--- src/design/dma_cfg_pkg.sv ---
// Register offsets, control bits and bus response codes for the DMA control register block
package dma_cfg_pkg;

    // --------------------------------------------------
    // Register map
    // --------------------------------------------------
    typedef logic [7:0] reg_addr_t;

    localparam reg_addr_t REG_CTRL       = 8'h00;  // Enable and soft reset
    localparam reg_addr_t REG_BUF_LEN    = 8'h04;  // Words per buffer
    localparam reg_addr_t REG_BUF_POST   = 8'h08;  // Push into free FIFO
    localparam reg_addr_t REG_BUF_RETURN = 8'h0C;  // Pop from return FIFO
    localparam reg_addr_t REG_STATUS     = 8'h10;  // Levels and overflow
    localparam reg_addr_t REG_BUF_DONE   = 8'h14;  // Completed buffers

    // --------------------------------------------------
    // Bit positions
    // --------------------------------------------------
    localparam int CTRL_ENABLE_BIT     = 0;
    localparam int CTRL_SOFT_RST_BIT   = 1;   // Self-clearing
    localparam int STATUS_OVERFLOW_BIT = 16;  // Sticky

    // AXI4-Lite responses
    localparam logic [1:0] RESP_OKAY   = 2'b00;
    localparam logic [1:0] RESP_SLVERR = 2'b10;

endpackage

--- src/design/dma_data_pkg.sv ---
// Data path types and FIFO sizing shared by the sample writer, address FIFOs and register block
package dma_data_pkg;

    // --------------------------------------------------
    // Payload widths
    // --------------------------------------------------
    typedef logic [11:0] sample_t;      // One ADC conversion
    typedef logic [31:0] word_t;        // Host data word and register data
    typedef logic [31:0] byte_addr_t;   // Host byte address
    typedef logic [7:0]  buf_len_t;     // Words per buffer, 0 acts as 1
    typedef logic [15:0] count_t;       // Completed buffer count

    // --------------------------------------------------
    // Buffer address FIFOs
    // --------------------------------------------------
    localparam int ADDR_FIFO_DEPTH = 16;

    typedef logic [4:0] fifo_level_t;   // Holds 0 to ADDR_FIFO_DEPTH

    // Writer sequencing
    typedef enum logic [1:0] {
        IDLE,
        FILL,
        RETIRE
    } writer_state_t;

endpackage

--- src/design/bm_dma_top.sv ---
// Bus-master ADC DMA endpoint top level joining the register block, address FIFOs and writer
`timescale 1ns/100ps

module bm_dma_top (
    input  logic                     clk,
    input  logic                     rst_n,
    input  dma_cfg_pkg::reg_addr_t   s_awaddr_i,
    input  logic                     s_awvalid_i,
    output logic                     s_awready_o,
    input  dma_data_pkg::word_t      s_wdata_i,
    input  logic                     s_wvalid_i,
    output logic                     s_wready_o,
    output logic [1:0]               s_bresp_o,
    output logic                     s_bvalid_o,
    input  logic                     s_bready_i,
    input  dma_cfg_pkg::reg_addr_t   s_araddr_i,
    input  logic                     s_arvalid_i,
    output logic                     s_arready_o,
    output dma_data_pkg::word_t      s_rdata_o,
    output logic [1:0]               s_rresp_o,
    output logic                     s_rvalid_o,
    input  logic                     s_rready_i,
    input  dma_data_pkg::sample_t    adc1_i,
    input  dma_data_pkg::sample_t    adc2_i,
    input  logic                     sample_valid_i,
    output logic                     sample_ready_o,
    output dma_data_pkg::byte_addr_t wr_addr_o,
    output dma_data_pkg::word_t      wr_data_o,
    output logic                     wr_valid_o,
    input  logic                     wr_ready_i
);

    logic                      enable;
    logic                      soft_rst;
    dma_data_pkg::buf_len_t    buf_len;
    // --------------------------------------------------
    // Free FIFO, host to writer
    // --------------------------------------------------
    logic                      post_push;
    dma_data_pkg::byte_addr_t  post_addr;
    logic                      free_pop;
    dma_data_pkg::byte_addr_t  free_head;
    logic                      free_empty;
    logic                      free_full;
    dma_data_pkg::fifo_level_t free_level;
    // --------------------------------------------------
    // Return FIFO, writer to host
    // --------------------------------------------------
    logic                      ret_push;
    dma_data_pkg::byte_addr_t  ret_addr;
    logic                      ret_pop;
    dma_data_pkg::byte_addr_t  ret_head;
    logic                      ret_empty;
    logic                      ret_full;
    dma_data_pkg::fifo_level_t ret_level;
    logic                      buf_done;

    dma_ctrl_regs ctrl_regs_inst (
        .clk          (clk),
        .rst_n        (rst_n),
        .s_awaddr_i   (s_awaddr_i),
        .s_awvalid_i  (s_awvalid_i),
        .s_awready_o  (s_awready_o),
        .s_wdata_i    (s_wdata_i),
        .s_wvalid_i   (s_wvalid_i),
        .s_wready_o   (s_wready_o),
        .s_bresp_o    (s_bresp_o),
        .s_bvalid_o   (s_bvalid_o),
        .s_bready_i   (s_bready_i),
        .s_araddr_i   (s_araddr_i),
        .s_arvalid_i  (s_arvalid_i),
        .s_arready_o  (s_arready_o),
        .s_rdata_o    (s_rdata_o),
        .s_rresp_o    (s_rresp_o),
        .s_rvalid_o   (s_rvalid_o),
        .s_rready_i   (s_rready_i),
        .enable_o     (enable),
        .soft_rst_o   (soft_rst),
        .buf_len_o    (buf_len),
        .post_push_o  (post_push),
        .post_addr_o  (post_addr),
        .free_full_i  (free_full),
        .free_level_i (free_level),
        .ret_pop_o    (ret_pop),
        .ret_head_i   (ret_head),
        .ret_empty_i  (ret_empty),
        .ret_level_i  (ret_level),
        .buf_done_i   (buf_done)
    );

    buf_addr_fifo free_fifo_inst (
        .clk         (clk),
        .rst_n       (rst_n),
        .clear_i     (soft_rst),
        .push_i      (post_push),
        .push_data_i (post_addr),
        .pop_i       (free_pop),
        .head_o      (free_head),
        .empty_o     (free_empty),
        .full_o      (free_full),
        .level_o     (free_level)
    );

    buf_addr_fifo ret_fifo_inst (
        .clk         (clk),
        .rst_n       (rst_n),
        .clear_i     (soft_rst),
        .push_i      (ret_push),
        .push_data_i (ret_addr),
        .pop_i       (ret_pop),
        .head_o      (ret_head),
        .empty_o     (ret_empty),
        .full_o      (ret_full),
        .level_o     (ret_level)
    );

    sample_writer writer_inst (
        .clk            (clk),
        .rst_n          (rst_n),
        .clear_i        (soft_rst),
        .enable_i       (enable),
        .buf_len_i      (buf_len),
        .free_empty_i   (free_empty),
        .free_head_i    (free_head),
        .free_pop_o     (free_pop),
        .ret_full_i     (ret_full),
        .ret_push_o     (ret_push),
        .ret_addr_o     (ret_addr),
        .buf_done_o     (buf_done),
        .adc1_i         (adc1_i),
        .adc2_i         (adc2_i),
        .sample_valid_i (sample_valid_i),
        .sample_ready_o (sample_ready_o),
        .wr_addr_o      (wr_addr_o),
        .wr_data_o      (wr_data_o),
        .wr_valid_o     (wr_valid_o),
        .wr_ready_i     (wr_ready_i)
    );

endmodule

--- src/design/buf_addr_fifo.sv ---
// Show-ahead FIFO of host buffer addresses, instantiated once for free and once for returned buffers
`timescale 1ns/100ps

module buf_addr_fifo #(
    parameter int DEPTH = dma_data_pkg::ADDR_FIFO_DEPTH
) (
    input  logic                      clk,
    input  logic                      rst_n,
    input  logic                      clear_i,
    input  logic                      push_i,
    input  dma_data_pkg::byte_addr_t  push_data_i,
    input  logic                      pop_i,
    output dma_data_pkg::byte_addr_t  head_o,
    output logic                      empty_o,
    output logic                      full_o,
    output dma_data_pkg::fifo_level_t level_o
);

    localparam int PTR_W = $clog2(DEPTH);

    dma_data_pkg::byte_addr_t  mem [DEPTH];
    logic [PTR_W-1:0]          wr_ptr;
    logic [PTR_W-1:0]          rd_ptr;
    dma_data_pkg::fifo_level_t level;
    logic                      do_push;
    logic                      do_pop;

    function automatic logic [PTR_W-1:0] next_ptr(input logic [PTR_W-1:0] ptr);
        return (ptr == PTR_W'(DEPTH - 1)) ? '0 : ptr + 1'b1;
    endfunction

    assign empty_o = (level == '0);
    assign full_o  = (level == dma_data_pkg::fifo_level_t'(DEPTH));
    assign level_o = level;
    assign head_o  = mem[rd_ptr];  // Valid whenever not empty

    assign do_push = push_i && !full_o;   // Push on full is dropped
    assign do_pop  = pop_i && !empty_o;

    always_ff @(posedge clk) begin
        if (do_push) begin
            mem[wr_ptr] <= push_data_i;
        end
    end

    always_ff @(posedge clk) begin
        if (!rst_n || clear_i) begin
            wr_ptr <= '0;
            rd_ptr <= '0;
            level  <= '0;
        end else begin
            if (do_push) begin
                wr_ptr <= next_ptr(wr_ptr);
            end
            if (do_pop) begin
                rd_ptr <= next_ptr(rd_ptr);
            end
            if (do_push && !do_pop) begin
                level <= level + 1'b1;
            end else if (do_pop && !do_push) begin
                level <= level - 1'b1;
            end
        end
    end

endmodule

--- src/design/dma_ctrl_regs.sv ---
// AXI4-Lite register block that posts and returns buffer addresses and steers the sample writer
`timescale 1ns/100ps

module dma_ctrl_regs (
    input  logic                      clk,
    input  logic                      rst_n,
    // AXI4-Lite slave
    input  dma_cfg_pkg::reg_addr_t    s_awaddr_i,
    input  logic                      s_awvalid_i,
    output logic                      s_awready_o,
    input  dma_data_pkg::word_t       s_wdata_i,
    input  logic                      s_wvalid_i,
    output logic                      s_wready_o,
    output logic [1:0]                s_bresp_o,
    output logic                      s_bvalid_o,
    input  logic                      s_bready_i,
    input  dma_cfg_pkg::reg_addr_t    s_araddr_i,
    input  logic                      s_arvalid_i,
    output logic                      s_arready_o,
    output dma_data_pkg::word_t       s_rdata_o,
    output logic [1:0]                s_rresp_o,
    output logic                      s_rvalid_o,
    input  logic                      s_rready_i,
    // Steering
    output logic                      enable_o,
    output logic                      soft_rst_o,
    output dma_data_pkg::buf_len_t    buf_len_o,
    output logic                      post_push_o,
    output dma_data_pkg::byte_addr_t  post_addr_o,
    input  logic                      free_full_i,
    input  dma_data_pkg::fifo_level_t free_level_i,
    output logic                      ret_pop_o,
    input  dma_data_pkg::byte_addr_t  ret_head_i,
    input  logic                      ret_empty_i,
    input  dma_data_pkg::fifo_level_t ret_level_i,
    input  logic                      buf_done_i
);

    logic                   wr_fire;
    logic                   rd_fire;
    logic                   post_sel;
    logic                   overflow;
    dma_data_pkg::count_t   done_cnt;
    dma_data_pkg::word_t    status_word;
    dma_data_pkg::word_t    rd_word;
    logic                   rd_err;

    // --------------------------------------------------
    // Handshakes
    // --------------------------------------------------
    assign s_awready_o = !s_bvalid_o;
    assign s_wready_o  = !s_bvalid_o;
    assign s_arready_o = !s_rvalid_o;

    assign wr_fire = s_awvalid_i && s_wvalid_i && !s_bvalid_o;  // AW and W taken together
    assign rd_fire = s_arvalid_i && !s_rvalid_o;

    assign post_sel    = wr_fire && (s_awaddr_i == dma_cfg_pkg::REG_BUF_POST);
    assign post_push_o = post_sel && !free_full_i;
    assign post_addr_o = s_wdata_i;
    assign ret_pop_o   = rd_fire && (s_araddr_i == dma_cfg_pkg::REG_BUF_RETURN) && !ret_empty_i;

    // Control state and B/R valid flags
    always_ff @(posedge clk) begin
        if (!rst_n) begin
            enable_o   <= 1'b0;
            soft_rst_o <= 1'b0;
            buf_len_o  <= '0;
            overflow   <= 1'b0;
            done_cnt   <= '0;
            s_bvalid_o <= 1'b0;
            s_rvalid_o <= 1'b0;
        end else begin
            soft_rst_o <= 1'b0;  // Pulse for one cycle
            if (wr_fire && s_awaddr_i == dma_cfg_pkg::REG_CTRL) begin
                enable_o   <= s_wdata_i[dma_cfg_pkg::CTRL_ENABLE_BIT];
                soft_rst_o <= s_wdata_i[dma_cfg_pkg::CTRL_SOFT_RST_BIT];
            end
            if (wr_fire && s_awaddr_i == dma_cfg_pkg::REG_BUF_LEN) begin
                buf_len_o <= s_wdata_i[7:0];
            end
            if (soft_rst_o) begin
                overflow <= 1'b0;
                done_cnt <= '0;
            end else begin
                if (post_sel && free_full_i) begin
                    overflow <= 1'b1;  // Address dropped
                end
                if (buf_done_i) begin
                    done_cnt <= done_cnt + 1'b1;
                end
            end
            if (wr_fire) begin
                s_bvalid_o <= 1'b1;
            end else if (s_bready_i) begin
                s_bvalid_o <= 1'b0;
            end
            if (rd_fire) begin
                s_rvalid_o <= 1'b1;
            end else if (s_rready_i) begin
                s_rvalid_o <= 1'b0;
            end
        end
    end

    // --------------------------------------------------
    // Read decode
    // --------------------------------------------------
    always_comb begin
        status_word = '0;
        status_word[4:0]  = free_level_i;
        status_word[12:8] = ret_level_i;
        status_word[dma_cfg_pkg::STATUS_OVERFLOW_BIT] = overflow;
    end

    always_comb begin
        rd_word = '0;
        rd_err  = 1'b0;
        case (s_araddr_i)
            dma_cfg_pkg::REG_CTRL:       rd_word[dma_cfg_pkg::CTRL_ENABLE_BIT] = enable_o;
            dma_cfg_pkg::REG_BUF_LEN:    rd_word[7:0] = buf_len_o;
            dma_cfg_pkg::REG_BUF_RETURN: begin
                rd_word = ret_empty_i ? '0 : ret_head_i;
                rd_err  = ret_empty_i;  // Nothing to hand back
            end
            dma_cfg_pkg::REG_STATUS:     rd_word = status_word;
            dma_cfg_pkg::REG_BUF_DONE:   rd_word[15:0] = done_cnt;
            default:                     rd_word = '0;
        endcase
    end

    always_ff @(posedge clk) begin
        if (wr_fire) begin
            s_bresp_o <= (post_sel && free_full_i) ? dma_cfg_pkg::RESP_SLVERR
                                                   : dma_cfg_pkg::RESP_OKAY;
        end
        if (rd_fire) begin
            s_rdata_o <= rd_word;
            s_rresp_o <= rd_err ? dma_cfg_pkg::RESP_SLVERR : dma_cfg_pkg::RESP_OKAY;
        end
    end

endmodule

--- src/design/sample_writer.sv ---
// Fills one host buffer at a time with packed ADC sample pairs and hands back its address
`timescale 1ns/100ps

module sample_writer (
    input  logic                     clk,
    input  logic                     rst_n,
    input  logic                     clear_i,
    input  logic                     enable_i,
    input  dma_data_pkg::buf_len_t   buf_len_i,
    input  logic                     free_empty_i,
    input  dma_data_pkg::byte_addr_t free_head_i,
    output logic                     free_pop_o,
    input  logic                     ret_full_i,
    output logic                     ret_push_o,
    output dma_data_pkg::byte_addr_t ret_addr_o,
    output logic                     buf_done_o,
    input  dma_data_pkg::sample_t    adc1_i,
    input  dma_data_pkg::sample_t    adc2_i,
    input  logic                     sample_valid_i,
    output logic                     sample_ready_o,
    output dma_data_pkg::byte_addr_t wr_addr_o,
    output dma_data_pkg::word_t      wr_data_o,
    output logic                     wr_valid_o,
    input  logic                     wr_ready_i
);

    dma_data_pkg::writer_state_t state;
    dma_data_pkg::byte_addr_t    base_addr;
    dma_data_pkg::buf_len_t      word_idx;
    dma_data_pkg::buf_len_t      last_idx;
    logic                        take;

    assign last_idx = (buf_len_i == '0) ? '0 : buf_len_i - 1'b1;  // Zero length acts as one

    // --------------------------------------------------
    // Handshakes
    // --------------------------------------------------
    assign free_pop_o     = (state == dma_data_pkg::IDLE) && enable_i && !free_empty_i;
    assign sample_ready_o = (state == dma_data_pkg::FILL) && (!wr_valid_o || wr_ready_i);
    assign take           = sample_ready_o && sample_valid_i;
    assign ret_push_o     = (state == dma_data_pkg::RETIRE) && !wr_valid_o && !ret_full_i;
    assign ret_addr_o     = base_addr;
    assign buf_done_o     = ret_push_o;  // One cycle, state leaves RETIRE

    always_ff @(posedge clk) begin
        if (!rst_n || clear_i) begin
            state      <= dma_data_pkg::IDLE;
            word_idx   <= '0;
            wr_valid_o <= 1'b0;
        end else begin
            if (take) begin
                wr_valid_o <= 1'b1;
            end else if (wr_ready_i) begin
                wr_valid_o <= 1'b0;
            end
            case (state)
                dma_data_pkg::IDLE: begin
                    word_idx <= '0;
                    if (free_pop_o) begin
                        state <= dma_data_pkg::FILL;
                    end
                end
                dma_data_pkg::FILL: begin
                    if (take) begin
                        word_idx <= word_idx + 1'b1;
                        if (word_idx == last_idx) begin
                            state <= dma_data_pkg::RETIRE;  // Wait for last word to drain
                        end
                    end
                end
                dma_data_pkg::RETIRE: begin
                    if (ret_push_o) begin
                        state <= dma_data_pkg::IDLE;
                    end
                end
                default: state <= dma_data_pkg::IDLE;
            endcase
        end
    end

    // Base address and output word
    always_ff @(posedge clk) begin
        if (free_pop_o) begin
            base_addr <= free_head_i;
        end
        if (take) begin
            wr_addr_o <= base_addr + {22'b0, word_idx, 2'b00};
            wr_data_o <= {4'b0, adc2_i, 4'b0, adc1_i};  // Ch2 at 27:16, ch1 at 11:0
        end
    end

endmodule

--- config.mk ---
export PLATFORM = sky130hd
export DESIGN_NAME = bm_dma_top
export DESIGN_NICKNAME = d
export VERILOG_FILES = /design/src/design/dma_cfg_pkg.sv /design/src/design/dma_data_pkg.sv /design/src/design/bm_dma_top.sv /design/src/design/buf_addr_fifo.sv /design/src/design/dma_ctrl_regs.sv /design/src/design/sample_writer.sv
export SDC_FILE = /design/constraint.sdc
export NUM_CORES = 1
export LEC_CHECK = 0
export BUFFER_PORTS_ARGS = -buffer_cell sky130_fd_sc_hd__buf_4
export CAP_MARGIN = 25
export CORE_MARGIN = 2
export CORE_UTILIZATION = 55
export DETAILED_ROUTE_END_ITERATION = 10
export HOLD_SLACK_MARGIN = 0.06
export PLACE_DENSITY_LB_ADDON = 0.25
export SYNTH_ARGS = -nofsm -noshare
export SYNTH_HDL_FRONTEND = slang
export SYNTH_SLANG_ARGS = --single-unit
--- constraint.sdc ---
create_clock -name clk -period 4 [get_ports clk]
set_clock_uncertainty 0.1 [all_clocks]
set_input_delay 0.4 -clock clk [delete_from_list [all_inputs] [get_ports clk]]
set_output_delay 0.4 -clock clk [all_outputs]
set_load 0.02 [all_outputs]
==> results.toml <==
[outcome]
outcome = "finished clean"

[pwr]
power.density_nw_per_um2 = 459
p_leak_nw = 17.5
vdd_drop_max_mv = 0.392
finalPower_mw = 25.4

[logic_synthesis]
syn_area_sq_um = 47100
ys_warn_count = 0
syn_avg_cell_area_sq_um = 21.2
synth_seq_area_share = 0.760
synthDistinctLibCells = 65
synth_edf_count = 1146
async_flop_share = 0
synth_seq_cells = 1216
ys.flop_type = "edfxtp_1"
syn_inst = 2218

[global_route]
grtUsageTotal = 0.251
antenna_found_initial = 5
grt-ovfl-total = 0
grt_max_degree = 51
grt_pass1_vias = 24217
grt_pass1_wl_mm = 162

[clock_network]
cts_tree = "built"
numCtsBuffers = 117
insertion_delay_ns = 0.69
cts.clk_slew.worst_paths_ns = 0.06
cts.sinks = 1216
clockRootBuffer = "clkbuf_16"
cts_setup_buffers = 0
clockBufferDepth = 3
htreeDepth = 3

[worst_setup_path]
slowest_stage = "dlygate4sd3_1"
startpoint = "s_awaddr_i[6]"
critPathMaxFanout = 8
crit_path_cell_trace = "dlygate4sd3_1 > buf_4 > nor4_1 > dlygate4sd3_1 > nand4_1 > nand2b_1 > inv_1 > ha_1 > inv_1 > fa_1 > a21o_1 > a21oi_1 > xnor2_1 > or3_1 > a21oi_1"
critical-path-max-stage-delay_ns = 0.60
worstPathArrival_ns = 4.23
critPathCaptureType = "flip-flop"
critPathLaunchType = "input port"
crit_family = "buffers and inverters"
r2r_cells = 13
reg2reg_to = "ret_fifo_inst.level_o[4]"
required_ns = 4.50
rrSetupSlack_ns = 0.59
critPathKind = "input port to flip-flop"
rr_startpoint = "ret_fifo_inst.level_o[1]"
worst-path-buf-inv = 5

[hold_path]
worstHoldPathCells = 4
min-delay-start = "s_araddr_i[3]"
worstHoldPathType = "input port to flip-flop"
hold_end = "ctrl_regs_inst.s_rdata_o[0]"

[floorplanning]
core_sq_um = 85000
io-pin-count = 188
die_w_um = 297
initial_core_util = 0.554
die_y_um = 297
die_area_sq_um = 88000
rows = 107

[timing]
setup_viol = 0
rsz0062_at_grt = "no"
fin_crit_sh = 0.931
fmax_mhz = 269
tns_ns = 0
slew_headroom = 0.374
tightest_slew_ns = 0.940
period_minus_slack_ns = 3.72
finalHoldViolCount = 0
maxSlewViolCount = 0

[place]
place_hpwl_mm = 64.0
dpl-instance-area_sq_um = 50600
io_buffer_count = 177
gp_congestion = 0.853

[route]
drtIter0Drc = 2588
drc = 0
routedWlPerCell_um = 28.7
routed_wl_mm = 109
viasPerCell = 6.16
drtAntennaViolNets = 0
vias = 23417
drt_pass1_iterations = 5

[flow_run]
maxCapViolCount = 0

[cells_and_area]
final_util = 0.649
nFillCells = 5422
postLayoutCellArea_sq_um = 55200
syn2layout_area_growth_pct = 17.2
drive_gt1_frac = 0.300
fin_nets = 2671
==> kinds of logic (layout without fill, tap and decap cells) <==
group           after synthesis  count (layout)  synth area share
other cells                   1              12         0.0000796
xor+xnor                     60              60            0.0112
simple gates                292             292            0.0323
compound gates              118             118            0.0156
fa+ha+maj                    32              32           0.00897
mux                         344             344             0.158
buf+inv                     155             584            0.0140
flops                      1216            1216             0.760
==> layout by cell type (no fill, tap or decap), types with 19 or more instances in the layout <==
master         instances
inv_1                 43
clkinv_2              19
a21oi_1               39
nand2_1               46
edfxtp_1            1146
o21ai_0               27
clkinv_1              27
mux4_2               319
nand3_1               26
clkbuf_16            118
xor2_1                25
xnor2_1               35
dfxtp_1               62
mux2i_1               19
dlygate4sd3_1         72
nor2b_1               34
ha_1                  29
buf_12                31
nor2_1                71
clkbuf_1              27
buf_4                220
==> report_power, final <==
part	total, mW	switching, mW	internal (mW)
clock network	11.2	4.65	6.58
registers	13.8	0.00841	13.8
logic	0.308	0.176	0.133
total	25.4	4.84	20.5
==> per-stage QoR <==
stage | setup WS [ns] | instances | hold WS, ns
final | 0.276 | 3802 | 0.0972
after detailed placement | 0.356 | 3510 | 0.401
after CTS | 0.298 | 3799 | 0.0649
after global routing | 0.0426 | 3801 | 0.101
after floorplan | 0.119 | 2227 | 0.340
after global placement | 0.358 | 3509 | 0.383
==> final cells by class <==
| class | count | area, sq um | share of cell area |
|---|---|---|---|
| inverters | 44 | 165 | 0.00299 |
| clock buffers | 145 | 3050 | 0.0553 |
| repair buffers | 323 | 2990 | 0.0542 |
| clock inverters | 72 | 856 | 0.0155 |
| flip-flops and latches | 1216 | 35800 | 0.649 |
| diodes | 2 | 5.00 | 0.0000906 |
| well taps | 1144 | 1430 | 0.0259 |
| multi-input cells | 856 | 10900 | 0.197 |
==> sequential cells by signal (all words and copies together), names as in the netlist, 2 cells and up, named ones only <==
| signal | flops |
|---|---|
| ctrl_regs_inst.done_cnt | 16 |
| ctrl_regs_inst.buf_len_o | 8 |
| free_fifo_inst.mem | 512 |
| ret_fifo_inst.level_o | 5 |
| ret_fifo_inst.rd_ptr | 4 |
| free_fifo_inst.level_o | 5 |
| writer_inst.state | 2 |
| writer_inst.wr_addr_o | 32 |
| ret_fifo_inst.mem | 512 |
| free_fifo_inst.wr_ptr | 4 |
| ctrl_regs_inst.s_rdata_o | 32 |
| writer_inst.word_idx | 8 |
| writer_inst.ret_addr_o | 32 |
| free_fifo_inst.rd_ptr | 4 |
| writer_inst.wr_data_o | 24 |
| ret_fifo_inst.wr_ptr | 4 |
==> routing by layer <==
metal / routed length (um) / track usage
met1: 42700 / 0.347
met2: 55200 / 0.417
met3: 8420 / 0.0436
met4: 2730 / 0.0695
met5: 12 / 0
==> synthesized netlist by cell type, types with 2 or more instances <==
cell type / number / area [sq um]
nor3_1: 13 / 65.1
xor2_1: 25 / 219
and4_1: 6 / 52.6
dfxtp_1: 70 / 1400
nor2b_1: 35 / 219
nand2b_1: 9 / 56.3
or3_1: 11 / 68.8
nor4_2: 2 / 25.0
a21oi_1: 39 / 195
and3_1: 13 / 81.3
o31ai_1: 2 / 15.0
nand4_1: 16 / 100
or2_2: 2 / 12.5
buf_1: 14 / 52.6
fa_1: 3 / 60.1
nor3b_1: 2 / 15.0
ha_1: 29 / 363
xnor2_1: 35 / 307
nand3_1: 26 / 130
a311oi_1: 2 / 17.5
nor4_1: 3 / 18.8
inv_1: 44 / 165
a211o_1: 2 / 17.5
mux4_2: 319 / 7180
and2_1: 11 / 68.8
o21ai_0: 27 / 135
nor2_1: 84 / 315
mux2i_1: 19 / 190
edfxtp_1: 1146 / 34400
or4_1: 3 / 22.5
a21o_1: 6 / 45.0
buf_2: 25 / 125
buf_4: 12 / 90.1
o22ai_1: 9 / 56.3
o21a_1: 2 / 15.0
mux2_2: 6 / 67.6
nand2_1: 46 / 173
a22oi_1: 11 / 82.6
clkbuf_1: 59 / 221
a31oi_1: 4 / 25.0
and3b_1: 2 / 17.5
==> worst max path at each step <==
stage,endpoint,cells past startpoint
5_1_grt,free_fifo_inst.level_o[4],15
6_report,free_fifo_inst.level_o[4],15
3_5_place_dp,ret_fifo_inst.level_o[4],14
3_3_place_gp,ret_fifo_inst.level_o[4],14
2_1_floorplan,ret_fifo_inst.mem[3][0],4
4_1_cts,free_fifo_inst.level_o[4],15
==> timing repair <==
item                                    4_1_cts  5_1_grt
hold buffers                                 72        0
endpoints found under the setup margin        0        0
gates resized for setup                       0        0
endpoints found under the hold margin       554        0
==> worst reg2reg max path: cells and delay by family, from the launching register on <==
family / cells / cell delay (ns)
AND/OR/NAND/NOR: 5 / 1.23
AO/OA/AOI/OAI: 3 / 0.64
adder cells (fa/ha/maj): 2 / 0.56
flip-flops: 1 / 0.38
buffers and inverters: 2 / 0.25
XOR/XNOR: 1 / 0.14
Note: power is estimated with default switching activity, not from simulation.
